==> config.mk <==
export PLATFORM = sky130hd
export DESIGN_NAME = tx_block_former
export DESIGN_NICKNAME = d
export VERILOG_FILES = /design/src/verilog/tx_ring_pkg.sv /design/src/verilog/tx_block_former.sv
export SDC_FILE = /design/constraint.sdc
export NUM_CORES = 1
export LEC_CHECK = 0
export ABC_AREA = 1
export BUFFER_PORTS_ARGS = -buffer_cell sky130_fd_sc_hd__buf_2
export CAP_MARGIN = 5
export CORE_AREA = 2 2 52 54
export CTS_BUF_LIST = sky130_fd_sc_hd__clkbuf_8
export DETAILED_ROUTE_END_ITERATION = 10
export DIE_AREA = 0 0 54 56
export PLACE_DENSITY_LB_ADDON = 0.12
export SETUP_SLACK_MARGIN = 0.2
export SKIP_LAST_GASP = 1
export SLEW_MARGIN = 15
export SYNTH_ARGS = -nofsm -noshare
export SYNTH_HDL_FRONTEND = slang
export SYNTH_SLANG_ARGS = --single-unit
==> constraint.sdc <==
create_clock -name clk -period 1.7 [get_ports clk]
set_input_delay 0.34 -clock clk [delete_from_list [all_inputs] [get_ports clk]]
set_output_delay 0.34 -clock clk [all_outputs]
set_load 0.02 [all_outputs]
==> src/verilog/tx_ring_pkg.sv <==
// Transmit page ring definitions: ring sizes, address and block types, idle block, FSM states
package tx_ring_pkg;

   // ----------------------------------------------------------------------
   // Ring geometry
   // ----------------------------------------------------------------------
   // Pages used in rotation
   localparam int num_pages       = 4;
   // 128-bit words per page, oword 0 carries the sync headers
   localparam int owords_per_page = 16;
   // 66-bit blocks carried by one page, two payloads per data oword
   localparam int blocks_per_page = 30;

   localparam int page_w          = $clog2(num_pages);
   localparam int oword_idx_w     = $clog2(owords_per_page);
   localparam int block_idx_w     = $clog2(blocks_per_page);
   localparam int oword_w         = 128;
   localparam int payload_w       = 64;
   localparam int sync_w          = 2;

   // All headers of one page packed into the low bits of oword 0
   localparam int sync_word_w     = sync_w * blocks_per_page;
   // Each oword splits into two payload entries
   localparam int data_entries    = num_pages * owords_per_page * 2;
   // Writing this oword completes a page
   localparam int last_oword      = owords_per_page - 1;
   localparam int last_block_idx  = blocks_per_page - 1;

   // ----------------------------------------------------------------------
   // Types
   // ----------------------------------------------------------------------
   typedef logic [page_w-1:0]             page_t;
   typedef logic [block_idx_w-1:0]        block_idx_t;
   typedef logic [oword_idx_w-1:0]        oword_idx_t;
   // Page in the upper bits, oword in the lower bits
   typedef logic [page_w+oword_idx_w-1:0] wb_addr_t;
   typedef logic [oword_w-1:0]            oword_t;
   typedef logic [payload_w-1:0]          payload_t;
   typedef logic [sync_w-1:0]             sync_t;
   // Payload on top, sync header in bits 1..0
   typedef logic [payload_w+sync_w-1:0]   block66_t;
   typedef logic [num_pages-1:0]          page_flags_t;

   // Control block, type 0x1E, eight idle characters of zero
   localparam block66_t idle_block = {56'd0, 8'h1e, 2'b10};

   typedef enum logic {st_wait, st_send} seq_state_t;

endpackage

==> src/verilog/tx_block_former.sv <==
// Block former: joins header and payload into a 66-bit block, idle block for empty slots
module tx_block_former
   import tx_ring_pkg::*;
(
   input  logic     clk,
   input  logic     reset,
   input  logic     tx_ready,
   input  logic     slot_data,
   input  sync_t    rd_sync,
   input  payload_t rd_payload,
   output block66_t tx_block
);

   // Ring outputs hold a real block
   logic slot_valid;

   // Updated only on consumed slots, so the output holds under back-pressure
   always_ff @(posedge clk) begin
      if (reset) begin
         slot_valid <= 1'b0;
      end else if (tx_ready) begin
         slot_valid <= slot_data;
      end
   end

   // Never send zeros, idle fills the gaps
   assign tx_block = slot_valid ? {rd_payload, rd_sync} : idle_block;

endmodule

Word level (Yosys, flattened, before mapping)

Index checks and enable logic that the tools add are counted.
W data, S select, Z words.

Logic and storage cells: 2
Input port bits: 70
Bits in registers: 1
Output and inout bits: 66

Muxes and demuxes: 1

Operators by type and width:

| kind     | count |
|---|---|
| $mux W66 | 1 |

Logic depth before layout (Yosys ltp)

Gate-level depths: netlist (run 1).

Depth in word-level cells: 1
Mapped depth: 4
Gate-level depth less buffers: 4

Worst setup path before layout (run 1)

No wires, ideal clock.

Path kind: flip-flop to output port
Start: register slot_valid
End: output port tx_block[39]
Data arrival time: 0.810 ns
Stages on the path, launching flop included: 5
Setup slack: 0.550 ns
Path buffers: 2
Data required time: 1.360 ns
Cells stage by stage: dfxtp_1 > buf_4 > buf_4 > nand2_1 > inv_1

Longest elaborated chain between the ends: 1

Ends and longest elaborated chain:

| element                  | RTL line              | RTL |
|---|---|---|
| start: declaration       | tx_block_former.sv:15 | `logic slot_valid;` |
| start signal: assignment | tx_block_former.sv:22 | `slot_valid <= slot_data;` |
| $mux W66                 | tx_block_former.sv:27 | `assign tx_block = slot_valid ? {rd_payload, rd_sync} : idle_block;` |
| end: declaration         | tx_block_former.sv:11 | `output block66_t tx_block` |

Every way passes these cells.

Worst setup path after layout (run 1)

Start: register slot_valid
End: output port tx_block[37]

The elaborated chain is that of the path after synthesis.

==> impl_metrics.toml, run 1 <==
[die]
core_um2 = 2430
die_h_um = 56
num_rows = 18
dieArea_um2 = 3020
ios = 136
start_util_pct = 24.0
die_w_um = 54

[timing]
slew_violations = 0
fin_crit_ns = 1.25
finalHoldViolCount = 0
fin_crit_sh_pct = 73.3
worstMarginPinSlew_ns = 0.303
tns_ns = 0
relSlewSlack_pct = 79.8
fin_worst_skew_ns = 0
finalWorstSetupSlack_ns = 0.455
setup_viol_count_final = 0
max_freq_ghz = 0.803
rsz0062_at_grt = "false"

[setup_path]
worstSetupEndpointType = "primary output"
slowest_stage = "dfxtp_2"
critical_path.cell_chain = "buf_4 -> nand2_1 -> inv_2 -> buf_2"
critical_path_peak_fanout = 35
crit_type = "reg -> out"
required_ns = 1.36
critPathTopFamily = "buffers and inverters"
r2r_start = "slot_valid$_SDFFE_PP0P_"
worstPathArrival_ns = 0.91
critPathMaxStageDelay_ns = 0.30
crit_buf_inv = 3
cp-start-kind = "flop"
startpoint = "slot_valid$_SDFFE_PP0P_"

[power_and_ir_drop]
vdd_drop_max_v = 0.000184
power.static_leakage_nw = 1.28
p_per_area_nw_per_um2 = 277

[layout]
reg_top3 = "slot_valid: 1 flops"
layout.cells.non_filler = 306
antenna_cells = 0
largest_reg_flops = 1
regMostFlops = "slot_valid"
fin_nets = 348
area_growth_pct = 117
final_cell_area_um2 = 1270
layout-drive-gt1-share_pct = 53.6

[placement]
dpl_cell_area_um2 = 1270
dpl_worst_slack_ns = 0.442
dp.cells = 306
gp_congestion = 0.772
dp_hpwl_mm = 2.00
io_buffers = 135

[min_path]
hp-start = "reset"
hp-class = "in -> reg"

[synthesis]
async_reset_ff_share_pct = 0
syn_inst = 146
ys_ff_latch = 1
synth-main-ff-cell = "dfxtp_1"
avgSynthCellArea_um2 = 3.99
synth_top_area_cell = "nand2_1"
yosys-top-cells-count = "nand2_1 (68), inv_1 (58), inv_2 (10)"
yosys-top-cells-area = "nand2_1 (44%), inv_1 (37%), inv_2 (6.4%)"
synth.most_common_cell = "nand2_1"
yosys_warnings = 0
syn_area_um2 = 583
synth_top_cell_area_share_pct = 43.8
synth_cell_types = 7
synth_edf_count = 0
yosysSeqAreaShare_pct = 3.43
syn_nets = 216

[clocking]
holdBufCountCts = 0
cts.reportedPaths.clkPinSlew_ns = 0
clk_latency_ns = 0
post-cts-setup-buffers = 0
cts-resized-gates = 0

[flow_run]
cap_viol_max_count = 0

[detailed_routing]
viasPerCell = 3.57
drt_iter0_drc = 6
drt-total-wl_mm = 2.33
drt.antenna.violating_nets = 0
first_pass_iters = 4
vias = 1091
routedWlPerCell_um = 7.62
drc = 0

[global_route]
grt_pass1_vias = 875
track_usage_pct = 13.4
grt-ovfl-total = 0
grt_start_max_net_pins = 36
antenna_found_initial = 0
grt_pass1_wl_mm = 3.33

[outcome]
outcome = "completed"
==> layout by cell type, fill, tap and decap left out <==
master / n
buf_2: 135
buf_4: 2
dfxtp_2: 1
inv_1: 58
inv_2: 10
nand2_1: 68
nor2_1: 2
==> per-layer routing <==
metal | track usage, % | share of wire (%) | up-vias
met2 | 30.1 | 50 | 75
li1 | - | - | 623
met1 | 12.7 | 35 | 393
met4 | 0 | 0 | 0
met3 | 0.806 | 15 | 0
met5 | 0 | 0 | -
==> where the power goes <==
part / switching [W] / internal, W
sequential: 0.000000690 / 0.0000259
combinational: 0.000195 / 0.000130
clock: 0 / 0
==> tightest hold or removal path, delay by kind of cell <==
family | cells | cell delay [ns]
simple gates | 2 | 0.08
buf+inv | 2 | 0.10
==> metrics by stage <==
| step | total power (W) | utilization [%] | hold WS [ns] |
|---|---|---|---|
| after floorplan | 0.000211 | - | 0.469 |
| after global placement | 0.000352 | 52.1 | 0.570 |
| after detailed placement | 0.000354 | 52.1 | 0.574 |
| after CTS | 0.000355 | 52.1 | 0.574 |
| after global routing | 0.000388 | 52.1 | 0.609 |
| final | 0.000352 | 52.1 | 0.574 |
==> cells by family after synthesis <==
logic type,Yosys count,synth area share (%)
DFF,1,3.43
buffers and inverters,75,51.5
and+or+nand+nor,70,45.1
==> area by class of cell <==
type	count	area, um2
Fill cell	290	1160
Inverter	68	255
Multi-Input combinational cell	70	263
Sequential cell	1	21.3
Tap cell	30	37.5
Timing Repair Buffer	137	691
==> path summary, 6_finish.rpt <==
kind	end	slack, ns	cells past startpoint
worst max-delay path	tx_block[37]	0.45	4
worst min-delay path	slot_valid$_SDFFE_PP0P_	0.57	4
worst max register to register	slot_valid$_SDFFE_PP0P_	0.85	3
worst min register to register	slot_valid$_SDFFE_PP0P_	0.74	3
(Power assumes the default switching activity.)
==> inputs of run 2 (changes only) <==
--- a/config.mk
+++ b/config.mk
@@ -8,10 +8,9 @@
 export ABC_AREA = 1
 export BUFFER_PORTS_ARGS = -buffer_cell sky130_fd_sc_hd__buf_2
 export CAP_MARGIN = 5
-export CORE_AREA = 2 2 52 54
+export CORE_UTILIZATION = 23
 export CTS_BUF_LIST = sky130_fd_sc_hd__clkbuf_8
 export DETAILED_ROUTE_END_ITERATION = 10
-export DIE_AREA = 0 0 54 56
 export PLACE_DENSITY_LB_ADDON = 0.12
 export SETUP_SLACK_MARGIN = 0.2
 export SKIP_LAST_GASP = 1
==> constraint.sdc (replaced) <==
create_clock -name clk -period 1.27 [get_ports clk]
set_input_delay 0.254 -clock clk [delete_from_list [all_inputs] [get_ports clk]]
set_output_delay 0.254 -clock clk [all_outputs]
set_load 0.02 [all_outputs]
==> run 2 against run 1 <==
  * Clock skew unchanged
  * Cell count did not move
  * Register-to-register slack worse by 0.36 ns
  * Via count increased by 2.1%
  * Die area shrank 9.4%
  * Sequential power increased by 56%
  * Cell area increased by 7.7%
  * Critical endpoint is now tx_block[10]
  * Largest power group unchanged
  * Highest routed layer unchanged
==> impl_metrics.toml, run 2 (synthesized netlist as in run 1, its figures left out) <==
[timing]
finalHoldViolCount = 0
relSlewSlack_pct = 90.8
max_freq_ghz = 0.921
rsz0062_at_grt = "true"
fin_worst_skew_ns = 0
fin_crit_ns = 1.09
tns_ns = 0
slew_violations = 0
fin_crit_sh_pct = 85.5
setup_viol_count_final = 0
worstMarginPinSlew_ns = 0.137

[detailed_routing]
drt_iter0_drc = 9
routedWlPerCell_um = 7.64
drt-total-wl_mm = 2.34
drc = 0
viasPerCell = 3.64
drt.antenna.violating_nets = 0
vias = 1114
first_pass_iters = 3

[die]
num_rows = 17
core_um2 = 2300
start_util_pct = 25.4
dieArea_um2 = 2740
die_w_um = 52.4
die_h_um = 52.4
ios = 136

[placement]
dp_hpwl_mm = 1.86
io_buffers = 135
dp.cells = 304
gp_congestion = 0.780
dpl_cell_area_um2 = 1290

[power_and_ir_drop]
seq_power_share_pct = 8.0
swShare_pct = 52.3
p_sw_w = 0.000270
power_frac_comb_pct = 92.0
vdd_drop_max_v = 0.000247
power.static_leakage_nw = 1.31
p_per_area_nw_per_um2 = 378
pwr-share-clk_pct = 0
p_int_w = 0.000246
p_total_w = 0.000516

[setup_path]
worstSetupEndpointType = "primary output"
critical_path_peak_fanout = 14
crit_type = "reg -> out"
required_ns = 1.02
worstPathArrival_ns = 0.83
cp-start-kind = "flop"
reg2reg_slack_ns = 0.49
r2r_start = "slot_valid$_SDFFE_PP0P_"
startpoint = "slot_valid$_SDFFE_PP0P_"

[clocking]
cts.reportedPaths.clkPinSlew_ns = 0
post-cts-setup-buffers = 0
clk_latency_ns = 0

[layout]
layout_commonest_cell = "buf_2"
layout.cells.non_filler = 306
final_cell_area_um2 = 1370
largest_reg_flops = 1
fin_nets = 350
layout-drive-gt1-share_pct = 54.0
regMostFlops = "slot_valid"
antenna_cells = 0
final_cell_mix = "buf_2 (127), nand2_1 (68), inv_1 (58)"
area_growth_pct = 134
reg_top3 = "slot_valid: 1 flops"
fill_cells = 243

[outcome]
outcome = "completed"

[min_path]
hp-start = "reset"
hp-class = "in -> reg"

[global_route]
track_usage_pct = 14.1
grt_start_max_net_pins = 30
grt_pass1_vias = 769
antenna_found_initial = 0
grt_pass1_wl_mm = 3.09
grt-ovfl-total = 0

[flow_run]
cap_viol_max_count = 0
run 2: cell count changes in the layout (fill, tap and decap cells not counted), sizes merged:
cell    delta
clkbuf     +1
buf        +1
run 2: routing by layer:
layer | up-vias | routed length [um] | GRT usage, %
met1 | 412 | 885 | 15.5
li1 | 628 | - | -
met4 | 0 | 0 | 0
met2 | 74 | 1150 | 30.2
met3 | 0 | 308 | 0.580
met5 | - | 0 | 0
run 2: final cells by class:
type | instances | area [um2] | area share [%]
multi-input combinational | 70 | 263 | 19.2
tap | 28 | 35.0 | 2.57
inverter | 68 | 255 | 18.7
timing repair buffer | 139 | 788 | 57.7
sequential | 1 | 23.8 | 1.74
run 2: path summary, 6_finish.rpt:
| check | cells after the start | end |
|---|---|---|
| worst max-delay path | 4 | tx_block[10] |
| worst min register to register | 3 | slot_valid$_SDFFE_PP0P_ |
| worst max register to register | 3 | slot_valid$_SDFFE_PP0P_ |
| worst min-delay path | 4 | slot_valid$_SDFFE_PP0P_ |
run 2: timing repair:
| item | 4_1_cts | 5_1_grt |
|---|---|---|
| setup endpoints to repair | 34 | 50 |
| gates resized for setup | 2 | 8 |
| endpoints found under the hold margin | 0 | 0 |
| gates cloned | 1 | 1 |
| hold buffers | 0 | 0 |
run 2: power by group through the flow:
stage                     logic [W]  registers [W]  clock network (W)
final                      0.000475      0.0000414                  0
after global placement     0.000446      0.0000380                  0
after floorplan            0.000247      0.0000356                  0
after detailed placement   0.000448      0.0000381                  0
after global routing       0.000520      0.0000419                  0
after CTS                  0.000462      0.0000401                  0
run 2: worst max-delay path, cell delays in order, from the launching register on:
cell and delay (ns):
dfxtp_4 0.40, clkbuf_16 0.18, nand2_1 0.05, inv_1 0.05, buf_2 0.15
run 2: metrics by stage:
step,hold slack (ns),util [%],setup slack (ns)
2_1_floorplan,0.383,-,0.206
3_3_place_gp,0.480,56.2,0.190
3_5_place_dp,0.487,56.2,0.176
4_1_cts,0.484,57.5,0.188
5_1_grt,0.506,59.4,0.146
6_report,0.479,59.4,0.184
==> inputs of run 3 (changes only) <==
--- a/config.mk
+++ b/config.mk
@@ -6,12 +6,14 @@
 export NUM_CORES = 1
 export LEC_CHECK = 0
 export ABC_AREA = 1
-export BUFFER_PORTS_ARGS = -buffer_cell sky130_fd_sc_hd__buf_2
 export CAP_MARGIN = 5
-export CORE_UTILIZATION = 23
-export CTS_BUF_LIST = sky130_fd_sc_hd__clkbuf_8
+export CORE_AREA = 2 2 52 54
+export CTS_BUF_LIST = sky130_fd_sc_hd__clkbuf_4 sky130_fd_sc_hd__clkbuf_8
 export DETAILED_ROUTE_END_ITERATION = 10
+export DIE_AREA = 0 0 54 56
+export DONT_BUFFER_PORTS = 1
 export PLACE_DENSITY_LB_ADDON = 0.12
+export REMOVE_ABC_BUFFERS = 1
 export SETUP_SLACK_MARGIN = 0.2
 export SKIP_LAST_GASP = 1
 export SLEW_MARGIN = 15
==> run 3 against run 2 <==
  * First-iteration DRC count down 78%
  * Clock skew unchanged
  * Critical endpoint is now tx_block[56]
  * Sequential share of layout area rose by 1.5 points
  * Worst hold slack got worse by 0.092 ns
  * Die area is 10% higher
  * Wire length fell by 33%
  * Total power is 39% lower
  * Worst setup slack better by 0.065 ns
  * Maximum frequency rose by 6.3%
  * Sequential cell count unchanged
  * Via count is 38% lower
==> impl_metrics.toml, run 3 (synthesized netlist as in run 1, its figures left out) <==
[timing]
fin_crit_sh_pct = 80.4
tns_ns = 0
slew_violations = 0
rsz0062_at_grt = "false"
fin_worst_skew_ns = 0
finalHoldViolCount = 0
relSlewSlack_pct = 87.4
fin_crit_ns = 1.02
setup_viol_count_final = 0
worstMarginPinSlew_ns = 0.189
max_freq_ghz = 0.979

[detailed_routing]
viasPerCell = 3.95
vias = 696
drc = 0
first_pass_iters = 2
drt-total-wl_mm = 1.57
drt_iter0_drc = 2
drt.antenna.violating_nets = 0
routedWlPerCell_um = 8.91

[outcome]
outcome = "completed"

[global_route]
grt_pass1_vias = 478
track_usage_pct = 7.64
grt-ovfl-total = 0
grt_start_max_net_pins = 37
antenna_found_initial = 0
grt_pass1_wl_mm = 1.88

[setup_path]
critical_path.cell_chain = "buf_12 -> nand2_1 -> inv_1"
slowest_stage = "dfxtp_2"
critPathMaxStageDelay_ns = 0.35
worstPathArrival_ns = 0.77
crit_type = "reg -> out"
required_ns = 1.02
critical_path_peak_fanout = 36
reg2reg_slack_ns = 0.52
critPathTopFamily = "flip-flops"
crit_buf_inv = 2
worstSetupEndpointType = "primary output"
cp-start-kind = "flop"

[power_and_ir_drop]
p_int_w = 0.0000956
p_total_w = 0.000316
p_per_area_nw_per_um2 = 482
p_sw_w = 0.000220
seq_power_share_pct = 12.1
swShare_pct = 69.7
power.static_leakage_nw = 0.689
pwr-share-clk_pct = 0
power_frac_comb_pct = 87.9
vdd_drop_max_v = 0.000321

[layout]
layout.cells.non_filler = 176
utilization_pct = 26.9
area_growth_pct = 12.2
fill_cells = 283
antenna_cells = 0
layout-drive-gt1-share_pct = 18.5
reg_top3 = "slot_valid: 1 flops"
final_cell_area_um2 = 654
regMostFlops = "slot_valid"
fin_nets = 218
final_cell_mix = "nand2_1 (68), inv_1 (49), inv_2 (19)"
largest_reg_flops = 1
layout_commonest_cell = "nand2_1"

[die]
ios = 136
die_h_um = 56
num_rows = 18
dieArea_um2 = 3020
start_util_pct = 24.0
core_um2 = 2430
die_w_um = 54

[flow_run]
cap_viol_max_count = 0

[placement]
gp_congestion = 0.666
io_buffers = 0
dp.cells = 176
dp_hpwl_mm = 1.42
dpl_cell_area_um2 = 654

[min_path]
hp-class = "in -> reg"

[clocking]
clk_latency_ns = 0
cts.reportedPaths.clkPinSlew_ns = 0
==> run 3: cell count changes in the layout (fill, tap and decap cells not counted) <==
cell | before | now
buf_16 | 1 | 0
buf_2 | 127 | 0
buf_4 | 8 | 5
clkbuf_16 | 1 | 0
dfxtp_2 | 0 | 1
dfxtp_4 | 1 | 0
inv_1 | 58 | 49
inv_2 | 10 | 19
==> run 3: cell type report <==
class                      count  area, um2  share of cell area, %
multi-input combinational     70        263                   40.2
inverter                      68        255                   39.0
timing repair buffer           7       77.6                   11.9
tap                           30       37.5                   5.74
sequential                     1       21.3                   3.25
==> run 3: per-layer routing <==
metal / vias up / GRT usage (%) / wire (um)
met5: - / 0 / 0
met4: 0 / 0 / 0
met3: 0 / 1.34 / 270
met2: 74 / 17.8 / 845
met1: 259 / 6.10 / 452
li1: 363 / - / -
==> run 3: worst paths after layout <==
check	startpoint	endpoint	cells past startpoint
max	slot_valid$_SDFFE_PP0P_	tx_block[56]	3
min	tx_ready	slot_valid$_SDFFE_PP0P_	2
max reg2reg	slot_valid$_SDFFE_PP0P_	slot_valid$_SDFFE_PP0P_	3
min reg2reg	slot_valid$_SDFFE_PP0P_	slot_valid$_SDFFE_PP0P_	3
==> run 3: timing repair <==
| action | 4_1_cts | 5_1_grt |
|---|---|---|
| resized for setup | 0 | 9 |
| hold buffers | 0 | 0 |
| buffers inserted | 0 | 0 |
| setup endpoints to repair | 0 | 9 |
==> run 3: stage by stage <==
step           setup WS (ns)  hold slack, ns
2_1_floorplan         -0.666           0.383
3_3_place_gp           0.257           0.403
3_5_place_dp           0.238           0.392
4_1_cts                0.238           0.392
5_1_grt                0.200           0.419
6_report               0.249           0.388
==> run 3: power groups by stage <==
stage	sequential, W	clock [W]	combinational (W)
floorplan	0.0000603	0	0.000208
global placement	0.0000380	0	0.000276
detailed placement	0.0000381	0	0.000278
CTS	0.0000381	0	0.000278
global route	0.0000382	0	0.000307
finish	0.0000381	0	0.000277
